$ cat src/bus_pkg.sv
`default_nettype none

package bus_pkg;

    localparam int BUS_ADDR_W = 32;
    localparam int BUS_DATA_W = 32;
    localparam int BUS_BE_W   = 4;

    // OBI primary side
    typedef struct packed {
        logic                  req;
        logic [BUS_ADDR_W-1:0] addr;
        logic                  we;
        logic [BUS_BE_W-1:0]   be;
        logic [BUS_DATA_W-1:0] wdata;
    } obi_req_t;

    typedef struct packed {
        logic                  gnt;
        logic                  rvalid;
        logic [BUS_DATA_W-1:0] rdata;
    } obi_rsp_t;

    // Wishbone slave side
    typedef struct packed {
        logic                  cyc;
        logic                  stb;
        logic                  we;
        logic [BUS_BE_W-1:0]   sel;
        logic [BUS_ADDR_W-1:0] adr;
        logic [BUS_DATA_W-1:0] dat;
    } wb_req_t;

    typedef struct packed {
        logic                  ack;
        logic [BUS_DATA_W-1:0] dat;
    } wb_rsp_t;

endpackage

`default_nettype wire

$ cat src/sram_arbiter.sv
`timescale 1ns/1ps
`default_nettype none

module sram_arbiter
    import bus_pkg::*;
(
    input  logic     clk_i,
    input  logic     reset_i,
    input  logic     host_enable_i,

    // Primary requester, the host
    input  obi_req_t pri_i,
    output obi_rsp_t pri_o,

    // Secondary requester, the data port
    input  obi_req_t sec_i,
    output obi_rsp_t sec_o,

    // Shared port toward the SRAM
    output obi_req_t shr_o,
    input  obi_rsp_t shr_i
);

    logic pri_win;
    logic sec_win;
    logic owner_q;

    ////////////////////
    // Fixed priority
    ////////////////////

    // Nobody wins while reset is held, so no grant leaks out
    assign pri_win = pri_i.req && host_enable_i && !reset_i;
    assign sec_win = sec_i.req && !pri_win && !reset_i;

    always_comb begin
        if (pri_win) begin
            shr_o = pri_i;
        end else begin
            shr_o = sec_i;
        end
        shr_o.req = pri_win || sec_win;
    end

    // Losers see no grant and keep holding their request
    assign pri_o.gnt = pri_win && shr_i.gnt;
    assign sec_o.gnt = sec_win && shr_i.gnt;

    ////////////////////
    // Response routing
    ////////////////////

    // Owner of the transfer in flight, one cycle behind the grant
    always_ff @(posedge clk_i) begin
        if (reset_i) begin
            owner_q <= 1'b0;
        end else if (shr_o.req && shr_i.gnt) begin
            owner_q <= pri_win;
        end
    end

    assign pri_o.rvalid = shr_i.rvalid && owner_q;
    assign sec_o.rvalid = shr_i.rvalid && !owner_q;

    // Read data is only meaningful alongside rvalid
    assign pri_o.rdata  = shr_i.rdata;
    assign sec_o.rdata  = shr_i.rdata;

endmodule

`default_nettype wire

$ cat config.mk
export PLATFORM = sky130hd
export DESIGN_NAME = sram_arbiter
export DESIGN_NICKNAME = d
export VERILOG_FILES = /design/src/bus_pkg.sv /design/src/sram_arbiter.sv
export SDC_FILE = /design/constraint.sdc
export NUM_CORES = 1
export LEC_CHECK = 0
export ABC_AREA = 1
export BUFFER_PORTS_ARGS = -buffer_cell sky130_fd_sc_hd__buf_4
export CAP_MARGIN = 20
export CORE_AREA = 4 4 120 122
export CTS_BUF_LIST = sky130_fd_sc_hd__clkbuf_16
export DETAILED_ROUTE_END_ITERATION = 12
export DIE_AREA = 0 0 124 126
export HOLD_SLACK_MARGIN = 0.06
export PLACE_DENSITY_LB_ADDON = 0.2
export SYNTH_ARGS = -nofsm -noshare
export SYNTH_HDL_FRONTEND = slang
export SYNTH_SLANG_ARGS = --single-unit
$ cat constraint.sdc
create_clock -name clk_i -period 1.6 [get_ports clk_i]
set_clock_uncertainty 0.2 [all_clocks]
set_input_delay 0.16 -clock clk_i [delete_from_list [all_inputs] [get_ports clk_i]]
set_output_delay 0.16 -clock clk_i [all_outputs]
set_load 0.01 [all_outputs]
==> run_results.csv <==
group,metric,value,unit
run_status,status,"complete, no violations",
sta,rsz0062_at_grt,"no",
yosys,syn_inst,305,
yosys,synth_warnings,0,
layout,synthToLayoutAreaGrowth,71.1,%
setup_path,path_buf_inv,4,
detailed_routing,ant_nets,0,
die,rows,42,
placed_design,placed_area,3120,um^2
setup_path,cp_common_cell,"buf_4",
sta,slew_violations,0,
die,start_util,0.138,
detailed_routing,drtIter0Drc,32,
detailed_routing,wl_met2,3.64,mm
clock_network,cts_hold_buf,0,
global_routing,grt_start_max_net_pins,52,
layout,final_common_cell,"buf_4",
setup_path,path_cells,"buf_4 -> inv_2 -> nand3_4 -> buf_12 -> nand2_1 -> o21ai_2 -> buf_4",
layout,fin_area,3120,um^2
sta,post-route-period-util,0.869,
layout,stdcell_count,624,
yosys,synth.distinct_cells,15,
power,p_total,0.000861,W
detailed_routing,wl_met1,1.90,mm
yosys,ys_seq_area_frac,0.0110,
detailed_routing,vias,2183,
layout,diodes,0,
sta,slew_headroom,0.829,
detailed_routing,remaining_drc_errors,0,
detailed_routing,wire_per_inst,10.5,um
setup_path,critical_path.slowest_cell,"buf_12",
setup_path,crit_path_start_kind,"primary input",
sta,finalSetupViolations,0,
yosys,syn_nets,482,
clock_network,clk_latency,0,ns
placed_design,gp_congestion,0.749,
detailed_routing,dr.pass1.iters,4,
sta,period_needed,1.39,ns
min_path,hp-class,"primary input to primary output",
placed_design,io_buffers,218,
global_routing,grt_pass1_vias,2047,
layout,top_register,"owner_q",
layout,largest_reg_flops,1,
setup_path,crit_family,"buffers and inverters",
run,maxCapViolations,0,
power,power.density,276,nW/um^2
sta,tightestPinTransition,0.257,ns
global_routing,grt_pass1_wl,9.25,mm
layout,largestRegisters,"owner_q: 1 flops",
detailed_routing,met3_length,868,um
global_routing,grt.overflow.total,0,
clock_network,cts_setup_buffers,0,
layout,nNetsFinal,627,
die,die_area,15600,um^2
power,p_leak,1.93,nW
die,io_pins,315,
sta,fin_setup_tns,0,ns
clock_network,cts_resized,0,
setup_path,critPathArrivalTime,1.03,ns
die,fp.coreArea,13200,um^2
setup_path,critical_path_class,"primary input to primary output",
power,irDropWorstVdd,156,uV
detailed_routing,routed_wirelength,6.57,mm
placed_design,dp_hpwl,5.93,mm
global_routing,antenna_found_initial,0,
yosys,syn_avg_cell_area,5.98,um^2
detailed_routing,top_layer,"met4",
global_routing,grt_usage,0.0702,
setup_path,setup.worst_path.end_class,"primary output",
yosys,synth.cell_area,1820,um^2
sta,report.final.hold_viol_count,0,
setup_path,crit_required,1.24,ns
sta,max_freq,719,MHz
die,die_h,126,um
die,dieWidth,124,um
placed_design,place_inst,624,
setup_path,timing.critical_path.fanout_max,51,
detailed_routing,viasPerCell,3.50,
setup_path,critPathMaxStageDelay,0.21,ns
yosys,ys_seq_elements,1,
layout,final_cell_mix,"buf_4 (219), inv_1 (75), nand2_1 (73)",
layout,layout-drive-gt1-share,0.634,
## final cells by class
| class | count | area [um^2] |
|---|---|---|
| sequential | 1 | 20.0 |
| inverter | 76 | 285 |
| multi-input combinational | 149 | 891 |
| fill | 1504 | 10100 |
| timing repair buffer | 222 | 1700 |
| tap | 176 | 220 |
## per-stage QoR
| step | setup WS [ns] | util | hold WS, ns |
|---|---|---|---|
| detailed placement | 0.199 | 0.237 | 0.120 |
| finish | 0.209 | 0.237 | 0.120 |
| CTS | 0.193 | 0.237 | 0.120 |
| global route | 0.107 | 0.237 | 0.120 |
| global placement | 0.208 | 0.237 | 0.120 |
| floorplan | 0.496 | - | 0.128 |
## where the power goes
group          internal [W]  switching, W  leakage, nW
Clock                     0             0            0
Combinational      0.000488      0.000347         1.92
Sequential        0.0000262   0.000000518      0.00811
## layer usage
metal	global-route usage	vias to the layer above
met5	0	-
met1	0.0620	913
met4	0.0219	0
met3	0.0188	18
li1	-	1124
met2	0.147	128
## cell usage after synthesis, drive strengths merged
library cell / instances / area share
buf: 78 / 0.35
nor3: 1 / 0.0027
inv: 76 / 0.16
o21ai: 70 / 0.32
nand4: 1 / 0.0034
nand3: 1 / 0.0055
a21oi: 1 / 0.0027
nor2: 2 / 0.0041
dfxtp: 1 / 0.011
clkbuf: 1 / 0.0027
nand2: 73 / 0.15
## worst reg2reg max path, delay by kind of cell, from the launching register on
| kind | cells | cell delay (ns) |
|---|---|---|
| flip-flops | 1 | 0.30 |
| buffers and inverters | 2 | 0.10 |
| AND/OR/NAND/NOR | 2 | 0.07 |
## final timing paths
check | endpoint | slack (ns) | start | cells after the start
hold reg to reg | owner_q | 0.32 | owner_q | 4
hold / removal | pri_o[20] | 0.12 | shr_i[20] | 0
setup reg to reg | owner_q | 0.80 | owner_q | 4
setup / recovery | shr_o[25] | 0.21 | reset_i | 7
## cell families (layout without fill, tap and decap cells)
family          count (synthesis)  in the layout  share of synthesized area
simple gates                   78             78                      0.166
flops                           1              1                     0.0110
buf+inv                       155            298                      0.505
compound gates                 71             71                      0.318
Power figures use the tool's default switching activity.
