$ cat src/bus_pkg.sv
`default_nettype none

package bus_pkg;

    localparam int BUS_ADDR_W = 32;
    localparam int BUS_DATA_W = 32;
    localparam int BUS_BE_W   = 4;

    // OBI primary side
    typedef struct packed {
        logic                  req;
        logic [BUS_ADDR_W-1:0] addr;
        logic                  we;
        logic [BUS_BE_W-1:0]   be;
        logic [BUS_DATA_W-1:0] wdata;
    } obi_req_t;

    typedef struct packed {
        logic                  gnt;
        logic                  rvalid;
        logic [BUS_DATA_W-1:0] rdata;
    } obi_rsp_t;

    // Wishbone slave side
    typedef struct packed {
        logic                  cyc;
        logic                  stb;
        logic                  we;
        logic [BUS_BE_W-1:0]   sel;
        logic [BUS_ADDR_W-1:0] adr;
        logic [BUS_DATA_W-1:0] dat;
    } wb_req_t;

    typedef struct packed {
        logic                  ack;
        logic [BUS_DATA_W-1:0] dat;
    } wb_rsp_t;

endpackage

`default_nettype wire

$ cat src/soc_pkg.sv
`default_nettype none

package soc_pkg;

    ////////////////////
    // Memory map
    ////////////////////

    localparam logic [31:0] SRAM_BASE     = 32'h8000_0000;

    // Host window folded onto the SRAM
    localparam logic [31:0] HOST_REMAP_LO = 32'h3000_0000;
    localparam logic [31:0] HOST_REMAP_HI = 32'h8000_0000;
    localparam logic [3:0]  REMAP_NIBBLE  = 4'h8;

    ////////////////////
    // Logic analyzer
    ////////////////////

    localparam int          LA_W   = 128;

    // Control field is active only when it holds this key
    localparam logic [3:0]  LA_KEY = 4'hA;

    // Sample channel select, bits 14:12
    typedef enum logic [2:0] {
        LA_DMEM = 3'd0,
        LA_HOST = 3'd1,
        LA_SRAM = 3'd2
    } la_channel_e;

    ////////////////////
    // Host bridge FSM
    ////////////////////

    typedef enum logic [1:0] {
        WB_IDLE,
        WB_REQ,
        WB_WAIT,
        WB_ACK
    } wb_state_e;

endpackage

`default_nettype wire

$ cat src/la_debug_port.sv
`timescale 1ns/1ps
`default_nettype none

module la_debug_port
    import bus_pkg::*, soc_pkg::*;
(
    input  logic [LA_W-1:0] la_i,

    // Observed buses
    input  obi_req_t        dmem_i,
    input  obi_rsp_t        dmem_rsp_i,
    input  obi_req_t        host_i,
    input  obi_rsp_t        host_rsp_i,
    input  obi_req_t        sram_i,
    input  obi_rsp_t        sram_rsp_i,

    // Decoded controls
    output logic            soft_reset_o,
    output logic            host_enable_o,

    output logic [LA_W-1:0] la_o
);

    la_channel_e channel;
    obi_req_t    smp_req;
    obi_rsp_t    smp_rsp;
    logic        smp_valid;

    ////////////////////
    // Control fields
    ////////////////////

    assign soft_reset_o  = (la_i[3:0] == LA_KEY);
    assign host_enable_o = (la_i[7:4] == LA_KEY);
    assign channel       = la_channel_e'(la_i[14:12]);

    ////////////////////
    // Channel select
    ////////////////////

    always_comb begin
        smp_req   = dmem_i;
        smp_rsp   = dmem_rsp_i;
        smp_valid = 1'b1;
        case (channel)
            LA_DMEM: begin
                smp_req = dmem_i;
                smp_rsp = dmem_rsp_i;
            end
            LA_HOST: begin
                smp_req = host_i;
                smp_rsp = host_rsp_i;
            end
            LA_SRAM: begin
                smp_req = sram_i;
                smp_rsp = sram_rsp_i;
            end
            // Unused channels read back as idle high
            default: begin
                smp_valid = 1'b0;
            end
        endcase
    end

    // Same bit layout for every bus channel
    always_comb begin
        la_o = '1;
        if (smp_valid) begin
            la_o[47:16]  = smp_req.addr;
            la_o[48]     = smp_req.req;
            la_o[49]     = smp_rsp.gnt;
            la_o[50]     = smp_req.we;
            la_o[54:51]  = smp_req.be;
            la_o[55]     = smp_rsp.rvalid;
            la_o[87:56]  = smp_rsp.rdata;
            la_o[119:88] = smp_req.wdata;
        end
    end

endmodule

`default_nettype wire

$ cat config.mk
export PLATFORM = sky130hd
export DESIGN_NAME = la_debug_port
export DESIGN_NICKNAME = d
export VERILOG_FILES = /design/src/bus_pkg.sv /design/src/soc_pkg.sv /design/src/la_debug_port.sv
export SDC_FILE = /design/constraint.sdc
export NUM_CORES = 1
export LEC_CHECK = 0
export ABC_AREA = 0
export BUFFER_PORTS_ARGS = -buffer_cell sky130_fd_sc_hd__buf_2
export CORE_AREA = 10 10 213 215
export DETAILED_ROUTE_END_ITERATION = 6
export DIE_AREA = 0 0 223 225
export GPL_TIMING_DRIVEN = 0
export MAX_ROUTING_LAYER = met4
export PLACE_DENSITY = 0.39
export SYNTH_ARGS = -nofsm -noshare
export SYNTH_HDL_FRONTEND = slang
export SYNTH_SLANG_ARGS = --single-unit
$ cat constraint.sdc
create_clock -name vclk -period 2.6
set_input_delay 0 -clock vclk [all_inputs]
set_output_delay 0 -clock vclk [all_outputs]
set_load 0.1 [all_outputs]
==> impl_results.rst <==
.. list-table::
   :header-rows: 1

   * - Metric
     - Value
   * - Outcome
     - completed
   * - Post-detail-place hpwl
     - 21.5 mm
   * - Total via count after detailed routing
     - 4430
   * - Global-route wire length before repair
     - 33.1 mm
   * - Starting Density
     - 6.63%
   * - Share of the cycle needed by the critical path after routing
     - 80.7%
   * - Relative slew margins
     - 43.0%
   * - Fraction of the mapped netlist area in simple logic gates
     - 1.46%
   * - Number of sequential cells in the layout
     - 0
   * - Die Span Y
     - 225 um
   * - Time the worst path needs with I/O delays and setup
     - 2100 ps
   * - Net Sw Power
     - 1.31 mW
   * - Endpoint, Worst Hold
     - host_enable_o
   * - Via count of the first global-routing pass
     - 4977
   * - Number of distinct library cell variants in the gate-level netlist after synthesis
     - 10
   * - DRC
     - 0
   * - Total negative slack
     - 0 ps
   * - Initial antenna violation count
     - 5
   * - Worst vdd ir
     - 122 uV
   * - Die outline width
     - 223 um
   * - Most numerous cell types in the synthesized netlist
     - sky130_fd_sc_hd__mux2_2, sky130_fd_sc_hd__o32a_1, sky130_fd_sc_hd__buf_4
   * - Share of power burned in the clock network
     - 0%
   * - Weighted congestion reported at the end of routability-driven placement
     - 0.802
   * - Crit path arrival time
     - 2100 ps
   * - Post-detailed-routing wire length
     - 24.0 mm
   * - Largest family of logic cells by synthesized area
     - multiplexers
   * - Number of buffers inserted by post-CTS setup repair
     - 0
   * - Hold violation count in the final report
     - 0
   * - Number of maximum-capacitance violations
     - 0
   * - Clock buf count
     - 0
   * - Net Sw Frac
     - 72.3%
   * - Number of cells upsized or downsized after cts
     - 0
   * - Unrepaired setup endpoints after global routing
     - no
   * - Ratio of cells with drive above 1 in the final layout
     - 80.8%
   * - Internal Pwr Total
     - 501 uW
   * - Total power divided by cell area
     - 319 nW/um^2
   * - Share of the synthesized area in the top cell type
     - 42.7%
   * - Number of setup violations in the final report
     - 0
   * - Area added between synthesis and finish
     - 106%
   * - Flop pwr share
     - 0%
   * - Peak Freq
     - 476 MHz
   * - Initial detailed-routing violation count
     - 102
   * - Via count normalized by instance count
     - 3.47
   * - Post-Synthesis Cell Area
     - 2750 um^2
   * - Biggest area consumer among synthesized cells
     - sky130_fd_sc_hd__mux2_2
   * - Transition at the pin with the smallest max-transition slack
     - 855 ps
   * - Number of core rows
     - 75
   * - Delay of the slowest critical-path stage
     - 660 ps
   * - Mapped Cells
     - 285
   * - Peak fanout along the critical path
     - 10
   * - Multiplexer area fraction after synthesis
     - 42.7%
   * - Adder and majority cell fraction of the synthesized area
     - 0%
   * - Top post-synthesis cells by area
     - sky130_fd_sc_hd__mux2_2, sky130_fd_sc_hd__o32a_1, sky130_fd_sc_hd__buf_4, sky130_fd_sc_hd__buf_6, sky130_fd_sc_hd__buf_2
   * - Number of fillers in the final layout
     - 4810
   * - Number of I/O port buffers
     - 427
   * - Critical Path Slowest Stage Cell
     - sky130_fd_sc_hd__clkbuf_1
   * - GRT Overall Usage
     - 8.84%
   * - Top-Level Pins
     - 570
   * - Sequential element share of the synthesized area
     - 0%
   * - Critical path capture point type
     - output pin
   * - Number of nets in the finished design
     - 1177
   * - Fraction of synthesized cell area in xor and xnor cells
     - 0%
   * - Count of TritonRoute iterations in the first routing pass
     - 4
   * - Cell breakdown of the critical path
     - buf_2 -> clkbuf_1 -> buf_2 -> o32a_1 -> buf_2
   * - Startpoint type of the worst setup path
     - input port
   * - Worst EP required
     - 2600 ps
   * - Total Die Area
     - 50200 um^2
   * - Total global routing overflow
     - 0
   * - Worst hold path cell count
     - 3
   * - Final Max Tran Viols
     - 0
   * - DRT antenna net count
     - 0
   * - Average size of a mapped cell
     - 9.63 um^2
   * - WL per Instance
     - 18.8 um
   * - Fraction of power consumed by combinational cells
     - 100.0%
   * - Hold_sp
     - la_i[4]
   * - Static leakage
     - 2.49 nW
   * - Maximum number of pins on one net before global-route repair
     - 11
   * - Placeable core region
     - 41400 um^2
   * - CTS Hold Buffers Added
     - 0
   * - Cell with the most instances on the worst path
     - sky130_fd_sc_hd__buf_2
   * - Register area
     - 0 um^2
   * - Number of warnings issued by yosys
     - 0
   * - Area fraction in compound gates after synthesis
     - 37.9%
   * - Total power
     - 1.81 mW
   * - Worst min-delay path class
     - in -> out
   * - Crit path kind
     - in -> out
worst max-delay path by stage:
stage	start	end	slack [ps]	depth (start not counted)
finish	la_i[14]	la_o[61]	500	5
global route	la_i[14]	la_o[61]	320	5
CTS	la_i[14]	la_o[61]	350	5
detailed placement	la_i[14]	la_o[61]	360	5
global placement	la_i[14]	la_o[61]	370	5
floorplan	la_i[4]	host_enable_o	780	1
metrics by stage:
step	worst slack, ps	util, %	hold WS [ps]	instance area, um^2	instances
after floorplan	777	-	189	2840	308
after detailed placement	355	13.7	398	5660	1274
final	501	13.7	399	5660	1276
after CTS	353	13.7	399	5660	1274
after global routing	324	13.7	404	5660	1276
after global placement	371	13.7	399	5660	1274
cells in the final DEF (no fill, tap or decap):
| master | count |
|---|---|
| sky130_fd_sc_hd__buf_2 | 446 |
| sky130_fd_sc_hd__mux2_2 | 104 |
| sky130_fd_sc_hd__o32a_1 | 104 |
| sky130_fd_sc_hd__buf_4 | 30 |
| sky130_fd_sc_hd__conb_1 | 24 |
| sky130_fd_sc_hd__clkbuf_1 | 12 |
| sky130_fd_sc_hd__buf_6 | 11 |
| sky130_fd_sc_hd__diode_2 | 2 |
| sky130_fd_sc_hd__nor4bb_2 | 2 |
| sky130_fd_sc_hd__nand2b_4 | 1 |
| sky130_fd_sc_hd__or2_1 | 1 |
power groups by stage:
stage	Combinational, mW	Sequential, mW	Clock [mW]
after CTS	1.83	0	0
final	1.81	0	0.000000103
after global placement	1.82	0	0
after global routing	1.89	0	0.000000103
after detailed placement	1.83	0	0
after floorplan	1.35	0	0
kinds of logic after synthesis:
logic type	Yosys count
AOI/OAI and AO/OA	104
muxes	104
buffers and inverters	72
and+or+nand+nor	4
other	1
cell type report:
type / count / area (um^2) / share of cell area, %
Buffer: 72 / 489 / 8.64
Timing Repair Buffer: 427 / 2140 / 37.8
Antenna cell: 2 / 5.00 / 0.0884
Tap cell: 539 / 674 / 11.9
Multi-Input combinational cell: 236 / 2350 / 41.6
layer usage:
layer / track usage (%) / vias to the layer above / wire length (um)
met2: 16.0 / 331 / 11900
li1: - / 2093 / -
met4: 1.61 / 0 / 478
met1: 9.69 / 1988 / 9650
met5: - / - / 0
met3: 2.19 / 18 / 1980
critical path, delay by kind of cell:
family | cells | cell delay (ps)
buf+inv | 4 | 1800
compound gates | 1 | 280
Note: power is estimated with default switching activity, not from simulation.
