===== config.mk =====
export PLATFORM = sky130hd
export DESIGN_NAME = wb_host_bridge
export DESIGN_NICKNAME = d
export VERILOG_FILES = /design/src/bus_pkg.sv /design/src/soc_pkg.sv /design/src/wb_host_bridge.sv
export SDC_FILE = /design/constraint.sdc
export NUM_CORES = 1
export LEC_CHECK = 0
export BUFFER_PORTS_ARGS = -buffer_cell sky130_fd_sc_hd__buf_2
export CAP_MARGIN = 20
export CELL_PAD_IN_SITES_DETAIL_PLACEMENT = 1
export CELL_PAD_IN_SITES_GLOBAL_PLACEMENT = 2
export CORE_MARGIN = 5
export CORE_UTILIZATION = 14
export DETAILED_ROUTE_END_ITERATION = 10
export GPL_TIMING_DRIVEN = 0
export PLACE_DENSITY = 0.76
export SLEW_MARGIN = 20
export SYNTH_ARGS = -nofsm -noshare
export SYNTH_HDL_FRONTEND = slang
export SYNTH_SLANG_ARGS = --single-unit

===== constraint.sdc =====
create_clock -name clk_i -period 1.5 [get_ports clk_i]
set_clock_uncertainty 0.15 [all_clocks]
set_input_delay 0.45 -clock clk_i [delete_from_list [all_inputs] [get_ports clk_i]]
set_output_delay 0.45 -clock clk_i [all_outputs]
set_load 0.05 [all_outputs]

===== src/bus_pkg.sv =====
`default_nettype none

package bus_pkg;

    localparam int BUS_ADDR_W = 32;
    localparam int BUS_DATA_W = 32;
    localparam int BUS_BE_W   = 4;

    // OBI primary side
    typedef struct packed {
        logic                  req;
        logic [BUS_ADDR_W-1:0] addr;
        logic                  we;
        logic [BUS_BE_W-1:0]   be;
        logic [BUS_DATA_W-1:0] wdata;
    } obi_req_t;

    typedef struct packed {
        logic                  gnt;
        logic                  rvalid;
        logic [BUS_DATA_W-1:0] rdata;
    } obi_rsp_t;

    // Wishbone slave side
    typedef struct packed {
        logic                  cyc;
        logic                  stb;
        logic                  we;
        logic [BUS_BE_W-1:0]   sel;
        logic [BUS_ADDR_W-1:0] adr;
        logic [BUS_DATA_W-1:0] dat;
    } wb_req_t;

    typedef struct packed {
        logic                  ack;
        logic [BUS_DATA_W-1:0] dat;
    } wb_rsp_t;

endpackage

`default_nettype wire


===== src/soc_pkg.sv =====
`default_nettype none

package soc_pkg;

    ////////////////////
    // Memory map
    ////////////////////

    localparam logic [31:0] SRAM_BASE     = 32'h8000_0000;

    // Host window folded onto the SRAM
    localparam logic [31:0] HOST_REMAP_LO = 32'h3000_0000;
    localparam logic [31:0] HOST_REMAP_HI = 32'h8000_0000;
    localparam logic [3:0]  REMAP_NIBBLE  = 4'h8;

    ////////////////////
    // Logic analyzer
    ////////////////////

    localparam int          LA_W   = 128;

    // Control field is active only when it holds this key
    localparam logic [3:0]  LA_KEY = 4'hA;

    // Sample channel select, bits 14:12
    typedef enum logic [2:0] {
        LA_DMEM = 3'd0,
        LA_HOST = 3'd1,
        LA_SRAM = 3'd2
    } la_channel_e;

    ////////////////////
    // Host bridge FSM
    ////////////////////

    typedef enum logic [1:0] {
        WB_IDLE,
        WB_REQ,
        WB_WAIT,
        WB_ACK
    } wb_state_e;

endpackage

`default_nettype wire


===== src/wb_host_bridge.sv =====
`timescale 1ns/1ps
`default_nettype none

module wb_host_bridge
    import bus_pkg::*, soc_pkg::*;
(
    input  logic     clk_i,
    input  logic     reset_i,

    // Wishbone slave port from the host
    input  wb_req_t  wb_i,
    output wb_rsp_t  wb_o,

    // OBI primary port toward the arbiter
    output obi_req_t obi_o,
    input  obi_rsp_t obi_i
);

    wb_state_e             state_q;
    wb_state_e             state_d;
    logic [BUS_DATA_W-1:0] rdata_q;
    logic [BUS_ADDR_W-1:0] host_addr;

    ////////////////////
    // Address remap
    ////////////////////

    always_comb begin
        if (wb_i.adr >= HOST_REMAP_LO && wb_i.adr < HOST_REMAP_HI) begin
            host_addr = {REMAP_NIBBLE, wb_i.adr[BUS_ADDR_W-5:0]};
        end else begin
            host_addr = wb_i.adr;
        end
    end

    ////////////////////
    // Cycle FSM
    ////////////////////

    always_comb begin
        state_d = state_q;
        case (state_q)
            WB_IDLE: begin
                if (wb_i.cyc && wb_i.stb) begin
                    state_d = WB_REQ;
                end
            end
            // Request stays up until the arbiter grants it
            WB_REQ: begin
                if (obi_i.gnt) begin
                    state_d = WB_WAIT;
                end
            end
            WB_WAIT: begin
                if (obi_i.rvalid) begin
                    state_d = WB_ACK;
                end
            end
            WB_ACK: begin
                state_d = WB_IDLE;
            end
            default: begin
                state_d = WB_IDLE;
            end
        endcase
    end

    always_ff @(posedge clk_i) begin
        if (reset_i) begin
            state_q <= WB_IDLE;
        end else begin
            state_q <= state_d;
        end
    end

    // Read data held for the ack cycle
    always_ff @(posedge clk_i) begin
        if (state_q == WB_WAIT && obi_i.rvalid) begin
            rdata_q <= obi_i.rdata;
        end
    end

    // Master keeps its fields stable until ack, so they pass straight on
    assign obi_o.req   = (state_q == WB_REQ);
    assign obi_o.addr  = host_addr;
    assign obi_o.we    = wb_i.we;
    assign obi_o.be    = wb_i.sel;
    assign obi_o.wdata = wb_i.dat;

    assign wb_o.ack    = (state_q == WB_ACK);
    assign wb_o.dat    = rdata_q;

endmodule

`default_nettype wire

==> metrics.txt, run 1 <==
outcome=finished with violations; failing checks=setup timing; Fmax=approximately 0.53 GHz; Total Power=around 3.8 mW; total wire length after detailed routing=approximately 5400 microns; worst skew pair latency=around 0.27 ns; CP Launch Type=primary input; clock root buffer master=clkbuf_16; RSZ-0062 raised after global routing=yes; Worst Path Arrival=1.29 ns; min cycle time layout=~1.9 ns; Mapped Nets=233; Syn. warnings=0; Worst-path clk slew=0.05 ns; Post-route DRC=0; Total GRT Usage=0.0669; CP max FO=2; Area Growth Syn to Fin=78.9%; vias=approximately 1400; final std cells w/o fill=roughly 430; # setup viols final=6; Cell Area, Synth=~1700 sq um; P_leak=1.44 nW; most frequent cells in the layout=130 x buf_2, 71 x buf_4, 32 x edfxtp_1; Die Wd=119 microns; Final period util=1.26; Crit Reg-Reg Startpoint=state_q[1]; max_cap viols=0; DR WL/cell=between 10 and 15 microns; initial antenna violation count=0; grt ovf=0; FF+latch count, synth=34; measured slew at the worst slew-check pin=approximately 0.28 ns; nets@finish=approximately 400; CP Launch Point=wb_i[61]; H-tree levels=2; Critical Path End Type=output port; IO Count=210; Slew Limit Headroom=0.815; worst hold path class=primary input to register; DRT antenna net count=0; Synth cell types=16; largest net degree at the start of global routing=17; count of pins over their slew limit=0; Worst path most repeated cell=nor2b_4; GPL Wtd Cong=approximately 0.65; first-pass GRT wire length=between 7000 and 8000 microns; CTS Buf Count=5; WS Path Type=primary input to output port; peak supply drop=0.000299 V; CTS Hold Bufs=0; final design utilization=0.257; CTS tree=built; placed instance count=409; 1st-pass router iterations=4; iteration-0 DRC count of the detailed router=46; Via density=3.35; design area=between 2000 and 3000 sq um; die area=14100 sq um; initial core utilization=0.144; register area share after synthesis=0.605; CTS Sinks=34; min-delay src=obi_i[22]; Syn Area/Cell=13.6 sq um; area of the core=between 10000 and 15000 sq um; required time of the critical path=roughly 0.90 ns; vias in the first global route=~1500; CP max stage cell=a211o_4; Setup WS post-layout=-0.386 ns; Mapped Cells=122; chip height=119 microns; Detailed Place HPWL=around 4400 microns; Max Root-Sink Buffers=2; number of hold violations in the final report=0; proportion of layout cells with a drive suffix above 1=0.845; placed inst area=approximately 2600 sq um; port bufs=about 140; Antenna Cells=0; commonest non-fill, non-tap cell in the layout=buf_2; critical-path cell list=buf_6, a211o_4, nor2b_4, nor2b_4, buf_8; Critical Path Max Stage Delay=0.32 ns; cell row count=39; Power Density=about 1300 nW/um^2; Min Hold Slack=roughly 0.2 ns
## Yosys cell counts
cell type / number / area [sq um]
o21a_1: 1 / 7.51
ha_1: 4 / 50.1
dfxtp_1: 2 / 40.0
a222oi_1: 1 / 10.0
a21oi_1: 1 / 5.00
buf_4: 65 / 488
edfxtp_1: 32 / 961
nor2_1: 1 / 3.75
a211o_1: 1 / 8.76
mux2i_1: 1 / 10.0
and2_1: 1 / 6.26
and2_2: 1 / 7.51
inv_1: 4 / 15.0
nand2_1: 1 / 3.75
nand2b_1: 3 / 18.8
nor2b_1: 3 / 18.8
## routing by layer
layer,track usage,vias up,share of wire
li1,-,663,-
met1,0.0698,631,0.35
met2,0.123,130,0.51
met3,0.0267,4,0.13
met4,0.0196,0,0.0091
met5,0,-,0
## flip-flops by register name, summed over array words and instances, names as in the netlist
register  flops
state_q       2
rdata_q      32
## what timing repair did
item | 4_1_cts | 5_1_grt
endpoints found under the setup margin | 41 | 22
pin swaps | 5 | 2
setup buffers | 3 | 4
hold endpoints to repair | 0 | 0
resized for setup | 31 | 15
cloned | 1 | 1
## through the flow
step,setup slack (ns),TNS [ns]
after floorplan,-0.407,-0.814
after global placement,-0.503,-2.92
after detailed placement,-0.510,-4.35
after CTS,-0.394,-1.20
after global routing,-0.416,-2.21
final,-0.386,-1.20
## critical path: cells and delay by family
kind	cells	cell delay, ns
buf+inv	2	0.24
simple gates	2	0.26
compound gates	1	0.32
## report_power, final
| group | total [mW] | internal (mW) | switching, mW |
|---|---|---|---|
| Clock | 0.965 | 0.609 | 0.357 |
| Sequential | 1.26 | 1.18 | 0.0751 |
| Combinational | 1.55 | 0.559 | 0.987 |
## worst paths after layout
check | to | slack (ns) | cells past startpoint
worst min-delay path | rdata_q[22] | 0.20 | 1
worst min register to register | state_q[1] | 0.39 | 2
worst max-delay path | obi_o[65] | -0.39 | 5
worst max register to register | state_q[1] | -0.03 | 5
## cell type report
type                            instances  area [sq um]
Buffer                                 65           488
Clock buffer                            6           129
Clock inverter                          2          10.0
Fill cell                            1355          8560
Inverter                                4          20.0
Multi-Input combinational cell         21           253
Sequential cell                        34          1010
Tap cell                              143           179
Timing Repair Buffer                  151           872
## kinds of logic (layout without fill, tap and decap cells)
| group | Yosys count | in the layout | synth area share |
|---|---|---|---|
| flops | 34 | 34 | 0.605 |
| mux | 1 | 1 | 0.00605 |
| simple gates | 10 | 12 | 0.0356 |
| buf+inv | 69 | 228 | 0.304 |
| compound gates | 4 | 4 | 0.0189 |
| fa+ha+maj | 4 | 4 | 0.0303 |
(Power assumes the default switching activity.)
==> run 2: changes to the inputs <==
Settings changed: CORE_MARGIN 5 to unset.
==> run 2 against run 1 <==
Against the previous run: the flow still finishes with violations (setup timing); sequential power hardly changed; cell count down 0.47%; flip-flop and latch count is the same; critical path depth is the same; largest cell class unchanged; highest routed layer unchanged; critical path type unchanged.
==> metrics.txt, run 2 (synthesis gave the netlist of run 1 again) <==
outcome=finished with violations (unchanged); failing checks=setup timing (unchanged); sw power=1.39 mW (was 1.42 mW); Detailed Place HPWL=3540 microns (was 4390 microns); initial antenna violation count=0 (unchanged); CTS Hold Bufs=0 (unchanged); clock share of power=0.261 (was 0.256); Largest register FFs=32 (unchanged); Total GRT Usage=0.0648 (was 0.0669); measured slew at the worst slew-check pin=0.272 ns (was 0.277 ns); first-pass GRT wire length=6220 microns (was 7620 microns); Min Hold Slack=0.200 ns (was 0.202 ns); CTS Sinks=34 (unchanged); Worst-path clk slew=0.05 ns (about the same); max_cap viols=0 (unchanged); Seq pwr share=0.340 (was 0.334); internal power=2.31 mW (was 2.35 mW); most frequent cells in the layout=131 x buf_2, 70 x buf_4, 32 x edfxtp_1 (was 130 x buf_2, 71 x buf_4, 32 x edfxtp_1); top flop regs=rdata_q x32, state_q x2 (unchanged); WS Path Type=primary input to output port (unchanged); Critical Path End Type=output port (unchanged); Slew Limit Headroom=0.820 (was 0.815); cell row count=39 (unchanged); peak supply drop=0.000633 V (was 0.000299 V); RSZ-0062 raised after global routing=yes (unchanged); die area=12300 sq um (was 14100 sq um); required time of the critical path=0.90 ns (about the same); Area Growth Syn to Fin=77.2% (was 78.9%); proportion of layout cells with a drive suffix above 1=0.840 (was 0.845); CTS Buf Count=5 (unchanged); Power Density=1260 nW/um^2 (was 1270 nW/um^2); # setup viols final=5 (was 6); Gate power share=0.399 (was 0.410); commonest non-fill, non-tap cell in the layout=buf_2 (unchanged); total wire length after detailed routing=4330 microns (was 5400 microns); Worst Path Arrival=1.28 ns (was 1.29 ns); Setup WS post-layout=-0.381 ns (was -0.386 ns); vias=1434 (was 1428); CTS tree=built (unchanged); Via density=3.38 (was 3.35); placed inst area=2600 sq um (unchanged); P_leak=1.42 nW (was 1.44 nW); initial core utilization=0.144 (about the same); min cycle time layout=1.88 ns (was 1.89 ns); largest net degree at the start of global routing=17 (unchanged); Fmax=0.532 GHz (was 0.530 GHz); Die Wd=111 microns (was 119 microns); switch share=0.375 (was 0.377); iteration-0 DRC count of the detailed router=31 (was 46); IO Count=210 (unchanged); DRT antenna net count=0 (unchanged); area of the core=11500 sq um (about the same); GPL Wtd Cong=0.630 (was 0.647); clock root buffer master=clkbuf_16 (unchanged); port bufs=144 (unchanged); Antenna Cells=0 (unchanged); number of hold violations in the final report=0 (unchanged); count of pins over their slew limit=0 (unchanged); Max Root-Sink Buffers=2 (unchanged); H-tree levels=2 (unchanged); Post-route DRC=0 (unchanged); Final period util=1.25 (was 1.26); chip height=111 microns (was 119 microns); Biggest register=rdata_q (unchanged); CP max FO=2 (unchanged); design area=2930 sq um (was 2960 sq um); vias in the first global route=1311 (was 1526); worst hold path class=primary input to register (unchanged); CP Launch Type=primary input (unchanged); DR WL/cell=10.2 microns (was 12.7 microns); grt ovf=0 (unchanged); 1st-pass router iterations=4 (unchanged); worst skew pair latency=0.27 ns (about the same); nets@finish=391 (was 393)
==> run 2: repair_timing <==
action,in CTS,in global routing
gates resized for setup,36,5
gates cloned,1,0
setup buffers,3,3
endpoints found under the setup margin,44,8
pin swaps,4,2
==> run 2: worst max-delay path, cell delays in order <==
cell	delay, ns
buf_6	0.09
a211o_4	0.33
nor2b_4	0.15
nor2b_4	0.11
buf_8	0.15
==> run 2: worst paths after layout <==
| check | slack (ns) | startpoint | cells after the start | to |
|---|---|---|---|---|
| min | 0.20 | obi_i[0] | 1 | rdata_q[0] |
| min reg2reg | 0.38 | state_q[1] | 2 | state_q[1] |
| max reg2reg | 0.01 | state_q[1] | 5 | state_q[1] |
| max | -0.38 | wb_i[60] | 5 | obi_o[65] |
==> run 2: metal layers <==
metal  up-vias  wire length (microns)  global-route usage
li1        659                      -                   -
met1       648                   1400              0.0581
met2       121                   2390               0.129
met3         6                    470              0.0191
met4         0                     67              0.0320
met5         -                      0                   0
==> run 2: cell type report <==
cell class,count,area [sq um]
flip-flops and latches,34,1010
inverters,4,17.5
clock inverters,3,16.3
well taps,143,179
multi-input cells,20,231
plain buffers,65,488
clock buffers,5,125
repair buffers,150,866
fillers,1336,8540
==> run 2: power by group through the flow <==
stage,logic [mW],clock network [mW],registers [mW]
final,1.48,0.966,1.26
after global routing,1.54,1.04,1.27
after CTS,1.43,1.00,1.26
after detailed placement,1.27,0,1.25
after global placement,1.26,0,1.24
after floorplan,0.785,0,1.48
==> run 2: through the flow <==
step	worst slack (ns)	total power, mW	TNS, ns	instances	utilization
global placement	-0.487	2.50	-2.66	409	0.227
floorplan	-0.407	2.27	-0.814	122	-
finish	-0.381	3.70	-1.26	424	0.256
CTS	-0.382	3.69	-1.19	421	0.252
global route	-0.397	3.84	-1.42	424	0.256
detailed placement	-0.491	2.52	-4.03	409	0.227
